`config.mk`:
```
export PLATFORM = sky130hd
export DESIGN_NAME = idStage
export DESIGN_NICKNAME = d
export VERILOG_FILES = /design/src/rtl/idPkg.sv /design/src/rtl/idStage.sv /design/src/rtl/branchIssue.sv /design/src/rtl/operandFetch.sv /design/src/rtl/instrDecoder.sv
export SDC_FILE = /design/constraint.sdc
export NUM_CORES = 2
export LEC_CHECK = 0
export BUFFER_PORTS_ARGS = -buffer_cell sky130_fd_sc_hd__buf_2
export CAP_MARGIN = 25
export CORE_MARGIN = 2
export CORE_UTILIZATION = 45
export CTS_BUF_LIST = sky130_fd_sc_hd__clkbuf_4 sky130_fd_sc_hd__clkbuf_8 sky130_fd_sc_hd__clkbuf_16
export DETAILED_ROUTE_END_ITERATION = 10
export PLACE_DENSITY = 0.6
export SLEW_MARGIN = 15
export SYNTH_ARGS = -nofsm -noshare
export SYNTH_HDL_FRONTEND = slang
export SYNTH_SLANG_ARGS = --single-unit
```
`constraint.sdc`:
```
create_clock -name CLK -period 8.92 [get_ports CLK]
set_clock_uncertainty 0.05 [all_clocks]
set_input_delay 2.676 -clock CLK [delete_from_list [all_inputs] [get_ports CLK]]
set_output_delay 2.676 -clock CLK [all_outputs]
set_load 0.01 [all_outputs]
```
`src/rtl/idPkg.sv`:
```
// Shared definitions for the instruction decode stage
// Widths, MIPS opcode and function codes, ALU control codes, instruction formats
package idPkg;

	localparam int WORD_W     = 32;
	localparam int REG_ADDR_W = 5;
	localparam int REG_COUNT  = 32;
	localparam int ALU_CTRL_W = 6;

	localparam logic [REG_ADDR_W-1:0] LINK_REG    = 5'd31;
	localparam logic [WORD_W-1:0]     LINK_OFFSET = 32'd4;   // Return address offset

	//////////////////////////////////////////////////////////////////////
	// Major opcodes
	localparam logic [5:0] OP_SPECIAL = 6'h00;
	localparam logic [5:0] OP_REGIMM  = 6'h01;
	localparam logic [5:0] OP_J       = 6'h02;
	localparam logic [5:0] OP_JAL     = 6'h03;
	localparam logic [5:0] OP_BEQ     = 6'h04;
	localparam logic [5:0] OP_BNE     = 6'h05;
	localparam logic [5:0] OP_BLEZ    = 6'h06;
	localparam logic [5:0] OP_BGTZ    = 6'h07;
	localparam logic [5:0] OP_ADDI    = 6'h08;
	localparam logic [5:0] OP_ADDIU   = 6'h09;
	localparam logic [5:0] OP_SLTI    = 6'h0a;
	localparam logic [5:0] OP_ANDI    = 6'h0c;
	localparam logic [5:0] OP_ORI     = 6'h0d;
	localparam logic [5:0] OP_XORI    = 6'h0e;
	localparam logic [5:0] OP_LUI     = 6'h0f;
	localparam logic [5:0] OP_LW      = 6'h23;
	localparam logic [5:0] OP_SW      = 6'h2b;

	// SPECIAL function field
	localparam logic [5:0] FN_SLL  = 6'h00;
	localparam logic [5:0] FN_SRL  = 6'h02;
	localparam logic [5:0] FN_SRA  = 6'h03;
	localparam logic [5:0] FN_JR   = 6'h08;
	localparam logic [5:0] FN_JALR = 6'h09;
	localparam logic [5:0] FN_ADD  = 6'h20;
	localparam logic [5:0] FN_ADDU = 6'h21;
	localparam logic [5:0] FN_SUB  = 6'h22;
	localparam logic [5:0] FN_SUBU = 6'h23;
	localparam logic [5:0] FN_AND  = 6'h24;
	localparam logic [5:0] FN_OR   = 6'h25;
	localparam logic [5:0] FN_XOR  = 6'h26;
	localparam logic [5:0] FN_NOR  = 6'h27;
	localparam logic [5:0] FN_SLT  = 6'h2a;
	localparam logic [5:0] FN_SLTU = 6'h2b;

	// REGIMM rt field
	localparam logic [REG_ADDR_W-1:0] RT_BLTZ = 5'h00;
	localparam logic [REG_ADDR_W-1:0] RT_BGEZ = 5'h01;

	//////////////////////////////////////////////////////////////////////
	// ALU control codes, as the execute stage expects them
	localparam logic [ALU_CTRL_W-1:0] ALU_SLL   = 6'b010011;
	localparam logic [ALU_CTRL_W-1:0] ALU_SRL   = 6'b011011;
	localparam logic [ALU_CTRL_W-1:0] ALU_SRA   = 6'b011001;
	localparam logic [ALU_CTRL_W-1:0] ALU_ADD   = 6'b000000;
	localparam logic [ALU_CTRL_W-1:0] ALU_ADDU  = 6'b110111;
	localparam logic [ALU_CTRL_W-1:0] ALU_SUB   = 6'b011101;
	localparam logic [ALU_CTRL_W-1:0] ALU_SUBU  = 6'b011110;
	localparam logic [ALU_CTRL_W-1:0] ALU_AND   = 6'b000100;
	localparam logic [ALU_CTRL_W-1:0] ALU_OR    = 6'b010000;
	localparam logic [ALU_CTRL_W-1:0] ALU_XOR   = 6'b011111;
	localparam logic [ALU_CTRL_W-1:0] ALU_NOR   = 6'b001111;
	localparam logic [ALU_CTRL_W-1:0] ALU_SLT   = 6'b010101;
	localparam logic [ALU_CTRL_W-1:0] ALU_SLTU  = 6'b111111;
	localparam logic [ALU_CTRL_W-1:0] ALU_ADDI  = 6'b000001;
	localparam logic [ALU_CTRL_W-1:0] ALU_ADDIU = 6'b000010;
	localparam logic [ALU_CTRL_W-1:0] ALU_SLTI  = ALU_SLT;
	localparam logic [ALU_CTRL_W-1:0] ALU_ANDI  = ALU_AND;
	localparam logic [ALU_CTRL_W-1:0] ALU_ORI   = ALU_OR;
	localparam logic [ALU_CTRL_W-1:0] ALU_XORI  = 6'b100000;
	localparam logic [ALU_CTRL_W-1:0] ALU_LUI   = 6'b001000;
	localparam logic [ALU_CTRL_W-1:0] ALU_LW    = 6'b111101;
	localparam logic [ALU_CTRL_W-1:0] ALU_SW    = 6'b110001;
	localparam logic [ALU_CTRL_W-1:0] ALU_BEQ   = 6'b100010;
	localparam logic [ALU_CTRL_W-1:0] ALU_BNE   = 6'b101001;
	localparam logic [ALU_CTRL_W-1:0] ALU_BLEZ  = 6'b100110;
	localparam logic [ALU_CTRL_W-1:0] ALU_BGTZ  = 6'b100101;
	localparam logic [ALU_CTRL_W-1:0] ALU_BLTZ  = 6'b100111;
	localparam logic [ALU_CTRL_W-1:0] ALU_BGEZ  = 6'b100011;
	localparam logic [ALU_CTRL_W-1:0] ALU_J     = 6'b001110;
	localparam logic [ALU_CTRL_W-1:0] ALU_JR    = 6'b111110;
	localparam logic [ALU_CTRL_W-1:0] ALU_JAL   = ALU_ADDI;    // Links compute pc plus offset
	localparam logic [ALU_CTRL_W-1:0] ALU_JALR  = ALU_ADDI;

	//////////////////////////////////////////////////////////////////////
	// One instruction word seen in its three formats
	typedef struct packed {
		logic [5:0]            opcode;
		logic [REG_ADDR_W-1:0] rs;
		logic [REG_ADDR_W-1:0] rt;
		logic [REG_ADDR_W-1:0] rd;
		logic [4:0]            shamt;
		logic [5:0]            funct;
	} rFields_s;

	typedef struct packed {
		logic [5:0]            opcode;
		logic [REG_ADDR_W-1:0] rs;
		logic [REG_ADDR_W-1:0] rt;
		logic [15:0]           imm;
	} iFields_s;

	typedef struct packed {
		logic [5:0]  opcode;
		logic [25:0] index;
	} jFields_s;

	typedef union packed {
		rFields_s rFmt;
		iFields_s iFmt;
		jFields_s jFmt;
	} instrWord_u;

endpackage
```
`src/rtl/idStage.sv`:
```
// Instruction decode stage top level
// Decoder and operand fetch in parallel, feeding the branch and issue register
`timescale 1ns/1ps

module idStage (
	input  logic                            CLK,
	input  logic                            RESET,
	input  logic                            FREEZE,
	input  logic [idPkg::WORD_W-1:0]        instr,
	input  logic [idPkg::WORD_W-1:0]        pcNext,
	input  logic [idPkg::WORD_W-1:0]        exeResult,
	input  logic [idPkg::WORD_W-1:0]        memData,
	input  logic [idPkg::REG_ADDR_W-1:0]    memReg,
	input  logic                            memWe,
	input  logic [idPkg::WORD_W-1:0]        wbData,
	input  logic [idPkg::REG_ADDR_W-1:0]    wbReg,
	input  logic                            wbWe,
	output logic [idPkg::WORD_W-1:0]        operandA,
	output logic [idPkg::WORD_W-1:0]        operandB,
	output logic [idPkg::REG_ADDR_W-1:0]    writeReg,
	output logic [idPkg::ALU_CTRL_W-1:0]    aluControl,
	output logic                            regWrite,
	output logic                            memRead,
	output logic                            memWrite,
	output logic                            memToReg,
	output logic                            aluSrc,
	output logic                            takenBranch,
	output logic [idPkg::WORD_W-1:0]        nextAddr
);

	// Decoder outputs
	logic [idPkg::ALU_CTRL_W-1:0] decAluControl;
	logic                         decRegWrite;
	logic                         decMemRead;
	logic                         decMemWrite;
	logic                         decMemToReg;
	logic                         decAluSrc;
	logic                         isBranch;
	logic                         isJump;
	logic                         isJumpReg;
	logic                         isLink;
	logic [idPkg::REG_ADDR_W-1:0] decWriteReg;
	logic [idPkg::WORD_W-1:0]     immExt;

	// Forwarded sources
	logic [idPkg::WORD_W-1:0]     srcA;
	logic [idPkg::WORD_W-1:0]     srcB;

	instrDecoder i_decoder (
		.instr      (instr),
		.aluControl (decAluControl),
		.regWrite   (decRegWrite),
		.memRead    (decMemRead),
		.memWrite   (decMemWrite),
		.memToReg   (decMemToReg),
		.aluSrc     (decAluSrc),
		.isBranch   (isBranch),
		.isJump     (isJump),
		.isJumpReg  (isJumpReg),
		.isLink     (isLink),
		.writeReg   (decWriteReg),
		.immExt     (immExt)
	);

	// Execute-stage entry is this stage's own pipe register
	operandFetch i_operandFetch (
		.CLK       (CLK),
		.instr     (instr),
		.exeResult (exeResult),
		.exeReg    (writeReg),
		.exeWe     (regWrite),
		.memData   (memData),
		.memReg    (memReg),
		.memWe     (memWe),
		.wbData    (wbData),
		.wbReg     (wbReg),
		.wbWe      (wbWe),
		.srcA      (srcA),
		.srcB      (srcB)
	);

	branchIssue i_branchIssue (
		.CLK           (CLK),
		.RESET         (RESET),
		.FREEZE        (FREEZE),
		.instr         (instr),
		.pcNext        (pcNext),
		.srcA          (srcA),
		.srcB          (srcB),
		.immExt        (immExt),
		.decAluControl (decAluControl),
		.decRegWrite   (decRegWrite),
		.decMemRead    (decMemRead),
		.decMemWrite   (decMemWrite),
		.decMemToReg   (decMemToReg),
		.decAluSrc     (decAluSrc),
		.isBranch      (isBranch),
		.isJump        (isJump),
		.isJumpReg     (isJumpReg),
		.isLink        (isLink),
		.decWriteReg   (decWriteReg),
		.operandA      (operandA),
		.operandB      (operandB),
		.writeReg      (writeReg),
		.aluControl    (aluControl),
		.regWrite      (regWrite),
		.memRead       (memRead),
		.memWrite      (memWrite),
		.memToReg      (memToReg),
		.aluSrc        (aluSrc),
		.takenBranch   (takenBranch),
		.nextAddr      (nextAddr)
	);

endmodule

```
`src/rtl/branchIssue.sv`:
```
// Branch resolution and issue register
// Decides branches and jumps, builds the operands, holds the pipe register to execute
`timescale 1ns/1ps

module branchIssue (
	input  logic                            CLK,
	input  logic                            RESET,
	input  logic                            FREEZE,
	input  idPkg::instrWord_u               instr,
	input  logic [idPkg::WORD_W-1:0]        pcNext,
	input  logic [idPkg::WORD_W-1:0]        srcA,
	input  logic [idPkg::WORD_W-1:0]        srcB,
	input  logic [idPkg::WORD_W-1:0]        immExt,
	input  logic [idPkg::ALU_CTRL_W-1:0]    decAluControl,
	input  logic                            decRegWrite,
	input  logic                            decMemRead,
	input  logic                            decMemWrite,
	input  logic                            decMemToReg,
	input  logic                            decAluSrc,
	input  logic                            isBranch,
	input  logic                            isJump,
	input  logic                            isJumpReg,
	input  logic                            isLink,
	input  logic [idPkg::REG_ADDR_W-1:0]    decWriteReg,
	output logic [idPkg::WORD_W-1:0]        operandA,
	output logic [idPkg::WORD_W-1:0]        operandB,
	output logic [idPkg::REG_ADDR_W-1:0]    writeReg,
	output logic [idPkg::ALU_CTRL_W-1:0]    aluControl,
	output logic                            regWrite,
	output logic                            memRead,
	output logic                            memWrite,
	output logic                            memToReg,
	output logic                            aluSrc,
	output logic                            takenBranch,
	output logic [idPkg::WORD_W-1:0]        nextAddr
);

	logic                     branchCond;
	logic                     taken;
	logic [idPkg::WORD_W-1:0] branchTarget;
	logic [idPkg::WORD_W-1:0] jumpTarget;
	logic [idPkg::WORD_W-1:0] nextAddrD;

	//////////////////////////////////////////////////////////////////////
	// Branch condition on the forwarded sources
	always_comb begin
		case (instr.iFmt.opcode)
			idPkg::OP_BEQ:    branchCond = (srcA == srcB);
			idPkg::OP_BNE:    branchCond = (srcA != srcB);
			idPkg::OP_BLEZ:   branchCond = srcA[idPkg::WORD_W-1] || (srcA == '0);
			idPkg::OP_BGTZ:   branchCond = !srcA[idPkg::WORD_W-1] && (srcA != '0);
			idPkg::OP_REGIMM: branchCond = (instr.iFmt.rt == idPkg::RT_BGEZ) ?
				!srcA[idPkg::WORD_W-1] : srcA[idPkg::WORD_W-1];
			default:          branchCond = 1'b0;
		endcase
	end

	assign taken        = isBranch && branchCond;
	assign branchTarget = pcNext + (immExt << 2);

	// Register jumps take source A, the others stay in the current 256 MB region
	assign jumpTarget = isJumpReg ? srcA
		: {pcNext[idPkg::WORD_W-1 -: 4], instr.jFmt.index, 2'b00};

	assign nextAddrD = isJump ? jumpTarget : (taken ? branchTarget : pcNext);

	//////////////////////////////////////////////////////////////////////
	// Pipe register to execute
	always_ff @(posedge CLK or negedge RESET) begin
		if (!RESET) begin
			operandA    <= '0;
			operandB    <= '0;
			writeReg    <= '0;
			aluControl  <= '0;
			regWrite    <= 1'b0;
			memRead     <= 1'b0;
			memWrite    <= 1'b0;
			memToReg    <= 1'b0;
			aluSrc      <= 1'b0;
			takenBranch <= 1'b0;
			nextAddr    <= '0;
		end else if (!FREEZE) begin
			operandA    <= isLink ? pcNext : srcA;   // Link adds offset to return pc
			operandB    <= isLink ? idPkg::LINK_OFFSET : (decAluSrc ? immExt : srcB);
			writeReg    <= decWriteReg;
			aluControl  <= decAluControl;
			regWrite    <= decRegWrite && (decWriteReg != '0);
			memRead     <= decMemRead;
			memWrite    <= decMemWrite;
			memToReg    <= decMemToReg;
			aluSrc      <= decAluSrc;
			takenBranch <= taken;
			nextAddr    <= nextAddrD;
		end
	end

endmodule

```
`src/rtl/operandFetch.sv`:
```
// Operand fetch
// Register file with writeback port, forwarding from execute, memory and writeback
`timescale 1ns/1ps

module operandFetch (
	input  logic                            CLK,
	input  idPkg::instrWord_u               instr,
	input  logic [idPkg::WORD_W-1:0]        exeResult,
	input  logic [idPkg::REG_ADDR_W-1:0]    exeReg,
	input  logic                            exeWe,
	input  logic [idPkg::WORD_W-1:0]        memData,
	input  logic [idPkg::REG_ADDR_W-1:0]    memReg,
	input  logic                            memWe,
	input  logic [idPkg::WORD_W-1:0]        wbData,
	input  logic [idPkg::REG_ADDR_W-1:0]    wbReg,
	input  logic                            wbWe,
	output logic [idPkg::WORD_W-1:0]        srcA,
	output logic [idPkg::WORD_W-1:0]        srcB
);

	logic [idPkg::WORD_W-1:0] regFile [idPkg::REG_COUNT];

	//////////////////////////////////////////////////////////////////////
	// Register file, written at the edge and read combinationally
	always_ff @(posedge CLK) begin
		if (wbWe && (wbReg != '0))
			regFile[wbReg] <= wbData;
	end

	// Newest value wins, register 0 is hardwired
	function automatic logic [idPkg::WORD_W-1:0] fwdSelect(
		input logic [idPkg::REG_ADDR_W-1:0] src
	);
		if (src == '0)
			fwdSelect = '0;
		else if (exeWe && (exeReg == src))
			fwdSelect = exeResult;
		else if (memWe && (memReg == src))
			fwdSelect = memData;
		else if (wbWe && (wbReg == src))
			fwdSelect = wbData;   // Same-cycle write not yet in the array
		else
			fwdSelect = regFile[src];
	endfunction

	always_comb begin
		srcA = fwdSelect(instr.rFmt.rs);
		srcB = fwdSelect(instr.rFmt.rt);
	end

endmodule

```
`src/rtl/instrDecoder.sv`:
```
// Instruction decoder
// Control signals, ALU code, destination register and extended immediate
`timescale 1ns/1ps

module instrDecoder (
	input  idPkg::instrWord_u               instr,
	output logic [idPkg::ALU_CTRL_W-1:0]    aluControl,
	output logic                            regWrite,
	output logic                            memRead,
	output logic                            memWrite,
	output logic                            memToReg,
	output logic                            aluSrc,
	output logic                            isBranch,
	output logic                            isJump,
	output logic                            isJumpReg,
	output logic                            isLink,
	output logic [idPkg::REG_ADDR_W-1:0]    writeReg,
	output logic [idPkg::WORD_W-1:0]        immExt
);

	logic rAlu;     // SPECIAL arithmetic, logic or shift
	logic immAlu;   // Immediate arithmetic or logic
	logic zeroExt;

	assign immAlu = instr.iFmt.opcode inside {idPkg::OP_ADDI, idPkg::OP_ADDIU, idPkg::OP_SLTI,
		idPkg::OP_ANDI, idPkg::OP_ORI, idPkg::OP_XORI, idPkg::OP_LUI};

	// Logical immediates are unsigned
	assign zeroExt = instr.iFmt.opcode inside {idPkg::OP_ANDI, idPkg::OP_ORI, idPkg::OP_XORI};

	assign immExt = zeroExt ? {{(idPkg::WORD_W-16){1'b0}}, instr.iFmt.imm}
		: {{(idPkg::WORD_W-16){instr.iFmt.imm[15]}}, instr.iFmt.imm};

	assign writeReg = isLink ? idPkg::LINK_REG
		: (instr.rFmt.opcode == idPkg::OP_SPECIAL) ? instr.rFmt.rd : instr.iFmt.rt;

	always_comb begin
		aluControl = '0;
		regWrite   = 1'b0;
		memRead    = 1'b0;
		memWrite   = 1'b0;
		memToReg   = 1'b0;
		aluSrc     = 1'b0;
		isBranch   = 1'b0;
		isJump     = 1'b0;
		isJumpReg  = 1'b0;
		isLink     = 1'b0;
		rAlu       = 1'b0;
		case (instr.rFmt.opcode)
			idPkg::OP_SPECIAL: begin
				rAlu = 1'b1;
				case (instr.rFmt.funct)
					idPkg::FN_SLL:  aluControl = idPkg::ALU_SLL;
					idPkg::FN_SRL:  aluControl = idPkg::ALU_SRL;
					idPkg::FN_SRA:  aluControl = idPkg::ALU_SRA;
					idPkg::FN_ADD:  aluControl = idPkg::ALU_ADD;
					idPkg::FN_ADDU: aluControl = idPkg::ALU_ADDU;
					idPkg::FN_SUB:  aluControl = idPkg::ALU_SUB;
					idPkg::FN_SUBU: aluControl = idPkg::ALU_SUBU;
					idPkg::FN_AND:  aluControl = idPkg::ALU_AND;
					idPkg::FN_OR:   aluControl = idPkg::ALU_OR;
					idPkg::FN_XOR:  aluControl = idPkg::ALU_XOR;
					idPkg::FN_NOR:  aluControl = idPkg::ALU_NOR;
					idPkg::FN_SLT:  aluControl = idPkg::ALU_SLT;
					idPkg::FN_SLTU: aluControl = idPkg::ALU_SLTU;
					idPkg::FN_JR: begin
						aluControl = idPkg::ALU_JR;
						isJump     = 1'b1;
						isJumpReg  = 1'b1;
						rAlu       = 1'b0;
					end
					idPkg::FN_JALR: begin
						aluControl = idPkg::ALU_JALR;
						isJump     = 1'b1;
						isJumpReg  = 1'b1;
						isLink     = 1'b1;
						regWrite   = 1'b1;
						rAlu       = 1'b0;
					end
					default: rAlu = 1'b0;   // Unknown function code
				endcase
				regWrite = regWrite | rAlu;
			end
			idPkg::OP_REGIMM: begin
				if (instr.iFmt.rt == idPkg::RT_BLTZ) begin
					aluControl = idPkg::ALU_BLTZ;
					isBranch   = 1'b1;
				end else if (instr.iFmt.rt == idPkg::RT_BGEZ) begin
					aluControl = idPkg::ALU_BGEZ;
					isBranch   = 1'b1;
				end
			end
			idPkg::OP_J: begin
				aluControl = idPkg::ALU_J;
				isJump     = 1'b1;
			end
			idPkg::OP_JAL: begin
				aluControl = idPkg::ALU_JAL;
				isJump     = 1'b1;
				isLink     = 1'b1;
				regWrite   = 1'b1;
			end
			idPkg::OP_BEQ: begin
				aluControl = idPkg::ALU_BEQ;
				isBranch   = 1'b1;
			end
			idPkg::OP_BNE: begin
				aluControl = idPkg::ALU_BNE;
				isBranch   = 1'b1;
			end
			idPkg::OP_BLEZ: begin
				aluControl = idPkg::ALU_BLEZ;
				isBranch   = 1'b1;
			end
			idPkg::OP_BGTZ: begin
				aluControl = idPkg::ALU_BGTZ;
				isBranch   = 1'b1;
			end
			idPkg::OP_ADDI:  aluControl = idPkg::ALU_ADDI;
			idPkg::OP_ADDIU: aluControl = idPkg::ALU_ADDIU;
			idPkg::OP_SLTI:  aluControl = idPkg::ALU_SLTI;
			idPkg::OP_ANDI:  aluControl = idPkg::ALU_ANDI;
			idPkg::OP_ORI:   aluControl = idPkg::ALU_ORI;
			idPkg::OP_XORI:  aluControl = idPkg::ALU_XORI;
			idPkg::OP_LUI:   aluControl = idPkg::ALU_LUI;
			idPkg::OP_LW: begin
				aluControl = idPkg::ALU_LW;
				regWrite   = 1'b1;
				memRead    = 1'b1;
				memToReg   = 1'b1;
				aluSrc     = 1'b1;
			end
			idPkg::OP_SW: begin
				aluControl = idPkg::ALU_SW;
				memWrite   = 1'b1;
				aluSrc     = 1'b1;   // Address is base plus offset
			end
			default: ;
		endcase
		if (immAlu) begin
			regWrite = 1'b1;
			aluSrc   = 1'b1;
		end
	end

endmodule

```
==> flow_metrics.env <==
export IMPL_async_reset_ff_frac=0.0986
export IMPL_initial_utilization=0.452
export IMPL_cts_sinks=1136
export IMPL_routed_wl_um=214000
export IMPL_finalInstanceArea_um2=65200
export IMPL_rsz0062_at_grt="no"
export IMPL_clock_latency_ps=750
export IMPL_maxCapViolCount=0
export IMPL_peakVddDrop_v=0.000149
export IMPL_clk_pin_slew_ps=70
export IMPL_synth_flop_cell="edfxtp_1"
export IMPL_max_freq_ghz=0.135
export IMPL_grt_remaining_overflow=0
export IMPL_period_needed_ps=7420
export IMPL_gp_congestion=0.983
export IMPL_grt_pass1_vias=38100
export IMPL_clockBufferDepth=3
export IMPL_grt_start_max_net_pins=106
export IMPL_fin_crit_sh=0.832
export IMPL_slew_headroom=0.272
export IMPL_hold_class="reg -> reg"
export IMPL_post_cts_resized=0
export IMPL_status="completed"
export IMPL_maxSlewViolCount=0
export IMPL_cts_tree="yes"
export IMPL_ys_types=84
export IMPL_met1_usage=0.438
export IMPL_grt_first_pass_wirelength_um=296000
export IMPL_synth_top_area_cell="edfxtp_1"
export IMPL_synth_commonest_cells="edfxtp_1, mux4_2, mux2i_1"
export IMPL_place_area_um2=61400
export IMPL_via_per_inst=6.88
export IMPL_holdWs_ps=426
export IMPL_clockRootBuffer="clkbuf_16"
export IMPL_cts_buffers=113
export IMPL_synthCells=3696
export IMPL_synthDominantCellAreaShare=0.534
export IMPL_area_growth_pct=13.2
export IMPL_drt_iter0_markers=5762
export IMPL_finalSetupTns_ps=0
export IMPL_fillCellCount=10500
export IMPL_p_leak_nw=22.4
export IMPL_die_area_um2=131000
export IMPL_htree_levels=3
export IMPL_ys_seq_area_frac=0.583
export IMPL_crit_type="in -> reg"
export IMPL_synth_edf_count=1024
export IMPL_io_pins=288
export IMPL_cp_start_kind="input pin"
export IMPL_firstDrtPassIters=6
export IMPL_grtUsageTotal=0.323
export IMPL_multi_input_area_um2=22800
export IMPL_critPathMaxFanout=34
export IMPL_worst_pin_slew_ps=1080
export IMPL_ys_ff_latch=1136
export IMPL_synth_most_common_cell="edfxtp_1"
export IMPL_seqCellArea_um2=33600
export IMPL_post_cts_buffers=0
export IMPL_chipWidth_um=362
export IMPL_setup_viol=0
export IMPL_finalPower_mw=12.6
export IMPL_core_area_um2=127000
export IMPL_holdBufCountCts=0
export IMPL_fin_nets=4205
export IMPL_dp_slack_ps=871
export IMPL_synth_area_um2=57600
export IMPL_met2_usage=0.493
export IMPL_numPortBuffers=287
export IMPL_ys_top_cells_by_area="edfxtp_1, mux4_2, dfrtp_1"
export IMPL_grt_busiest_layer="met2"
export IMPL_remaining_drc_errors=0
export IMPL_wire_per_inst_um=37.1
export IMPL_use_met3=0.0697
export IMPL_cp_arrival_ps=8040
export IMPL_worst_slack_ps=1500
export IMPL_num_vias=39700
export IMPL_die_y_um=362
export IMPL_row_count=131
export IMPL_dp_hpwl_um=140000
export IMPL_ant_nets=0
export IMPL_end_kind="flip-flop"
export IMPL_drive_gt1_frac=0.286
export IMPL_hold_viol=0
export IMPL_ys_warn_count=0
export IMPL_power_density_nw_per_um2=193
export IMPL_cp_required_ps=9540
export IMPL_antenna_found_initial=24
export IMPL_syn_area_per_cell_um2=15.6
==> power by group <==
group | internal (mW) | switching (mW)
Clock | 2.78 | 2.08
Combinational | 0.619 | 1.05
Sequential | 5.94 | 0.0833
Total | 9.34 | 3.22
==> state kept, by name (all words and copies together), names as in the netlist <==
name	count
i_operandFetch.regFile	1024
i_branchIssue.nextAddr	32
i_branchIssue.operandA	32
i_branchIssue.operandB	32
i_branchIssue.aluControl	6
i_branchIssue.writeReg	5
i_branchIssue.aluSrc	1
i_branchIssue.memRead	1
i_branchIssue.memWrite	1
i_branchIssue.regWrite	1
i_branchIssue.takenBranch	1
==> layout make-up <==
class,instances,area share
clock buffer,147,0.0479
timing repair buffer,447,0.0443
sequential,1136,0.515
inverter,28,0.00161
clock inverter,63,0.00968
antenna,13,0.000499
multi-input combinational,2274,0.349
tap,1662,0.0319
==> placed cells by master, fill, tap and decap left out, types with 68 or more instances in the layout <==
master,instances
clkbuf_16,115
nor2_1,120
buf_4,147
edfxtp_1,1024
mux4_2,457
nand3_1,68
buf_2,280
o21ai_0,174
mux2i_1,259
nand2_1,215
dfrtp_1,112
a21oi_1,151
==> layer usage <==
layer	up-vias	share of wire	wire length, um
li1	15900	-	-
met5	-	0.00051	109
met3	580	0.12	24700
met2	2835	0.45	96000
met1	20400	0.38	80600
met4	16	0.058	12500
==> worst paths after layout <==
kind | slack, ps | start | endpoint | cells past startpoint
worst min register to register | 430 | i_branchIssue.operandA[20] | i_branchIssue.operandA[20] | 2
max in group asynchronous | 5550 | RESET | i_branchIssue.writeReg[4] | 2
worst max-delay path | 1500 | instr[25] | i_branchIssue.nextAddr[3] | 17
worst max register to register | 3810 | i_branchIssue.writeReg[1] | i_branchIssue.nextAddr[3] | 15
min in group asynchronous | 2000 | RESET | i_branchIssue.operandB[8] | 1
worst min-delay path | 430 | i_branchIssue.operandA[20] | i_branchIssue.operandA[20] | 2
==> cells by family after synthesis <==
logic type | synth area share
AO/OA/AOI/OAI | 0.0930
XOR/XNOR | 0.0123
adder cells (fa/ha/maj) | 0.00665
buffers and inverters | 0.0287
flip-flops | 0.583
multiplexers | 0.226
other | 0.0000652
AND/OR/NAND/NOR | 0.0504
==> per-stage QoR <==
step / utilization / cells
2_1_floorplan: - / 3727
3_3_place_gp: 0.482 / 5546
3_5_place_dp: 0.483 / 5547
4_1_cts: 0.512 / 5757
5_1_grt: 0.512 / 5760
6_report: 0.512 / 5770
==> worst max-delay path, cell delays in order <==
cell,delay [ps]
buf_2,560
or3b_2,770
buf_4,340
o221ai_1,150
a211o_1,300
nand3_1,250
a21oi_2,150
or4_1,520
nor4_1,480
nand3_1,180
nor4b_2,370
mux2i_1,130
a22o_1,260
a21oi_4,180
buf_12,280
mux2i_1,220
o221a_1,180
No activity file was read; power rests on OpenSTA's default activity.
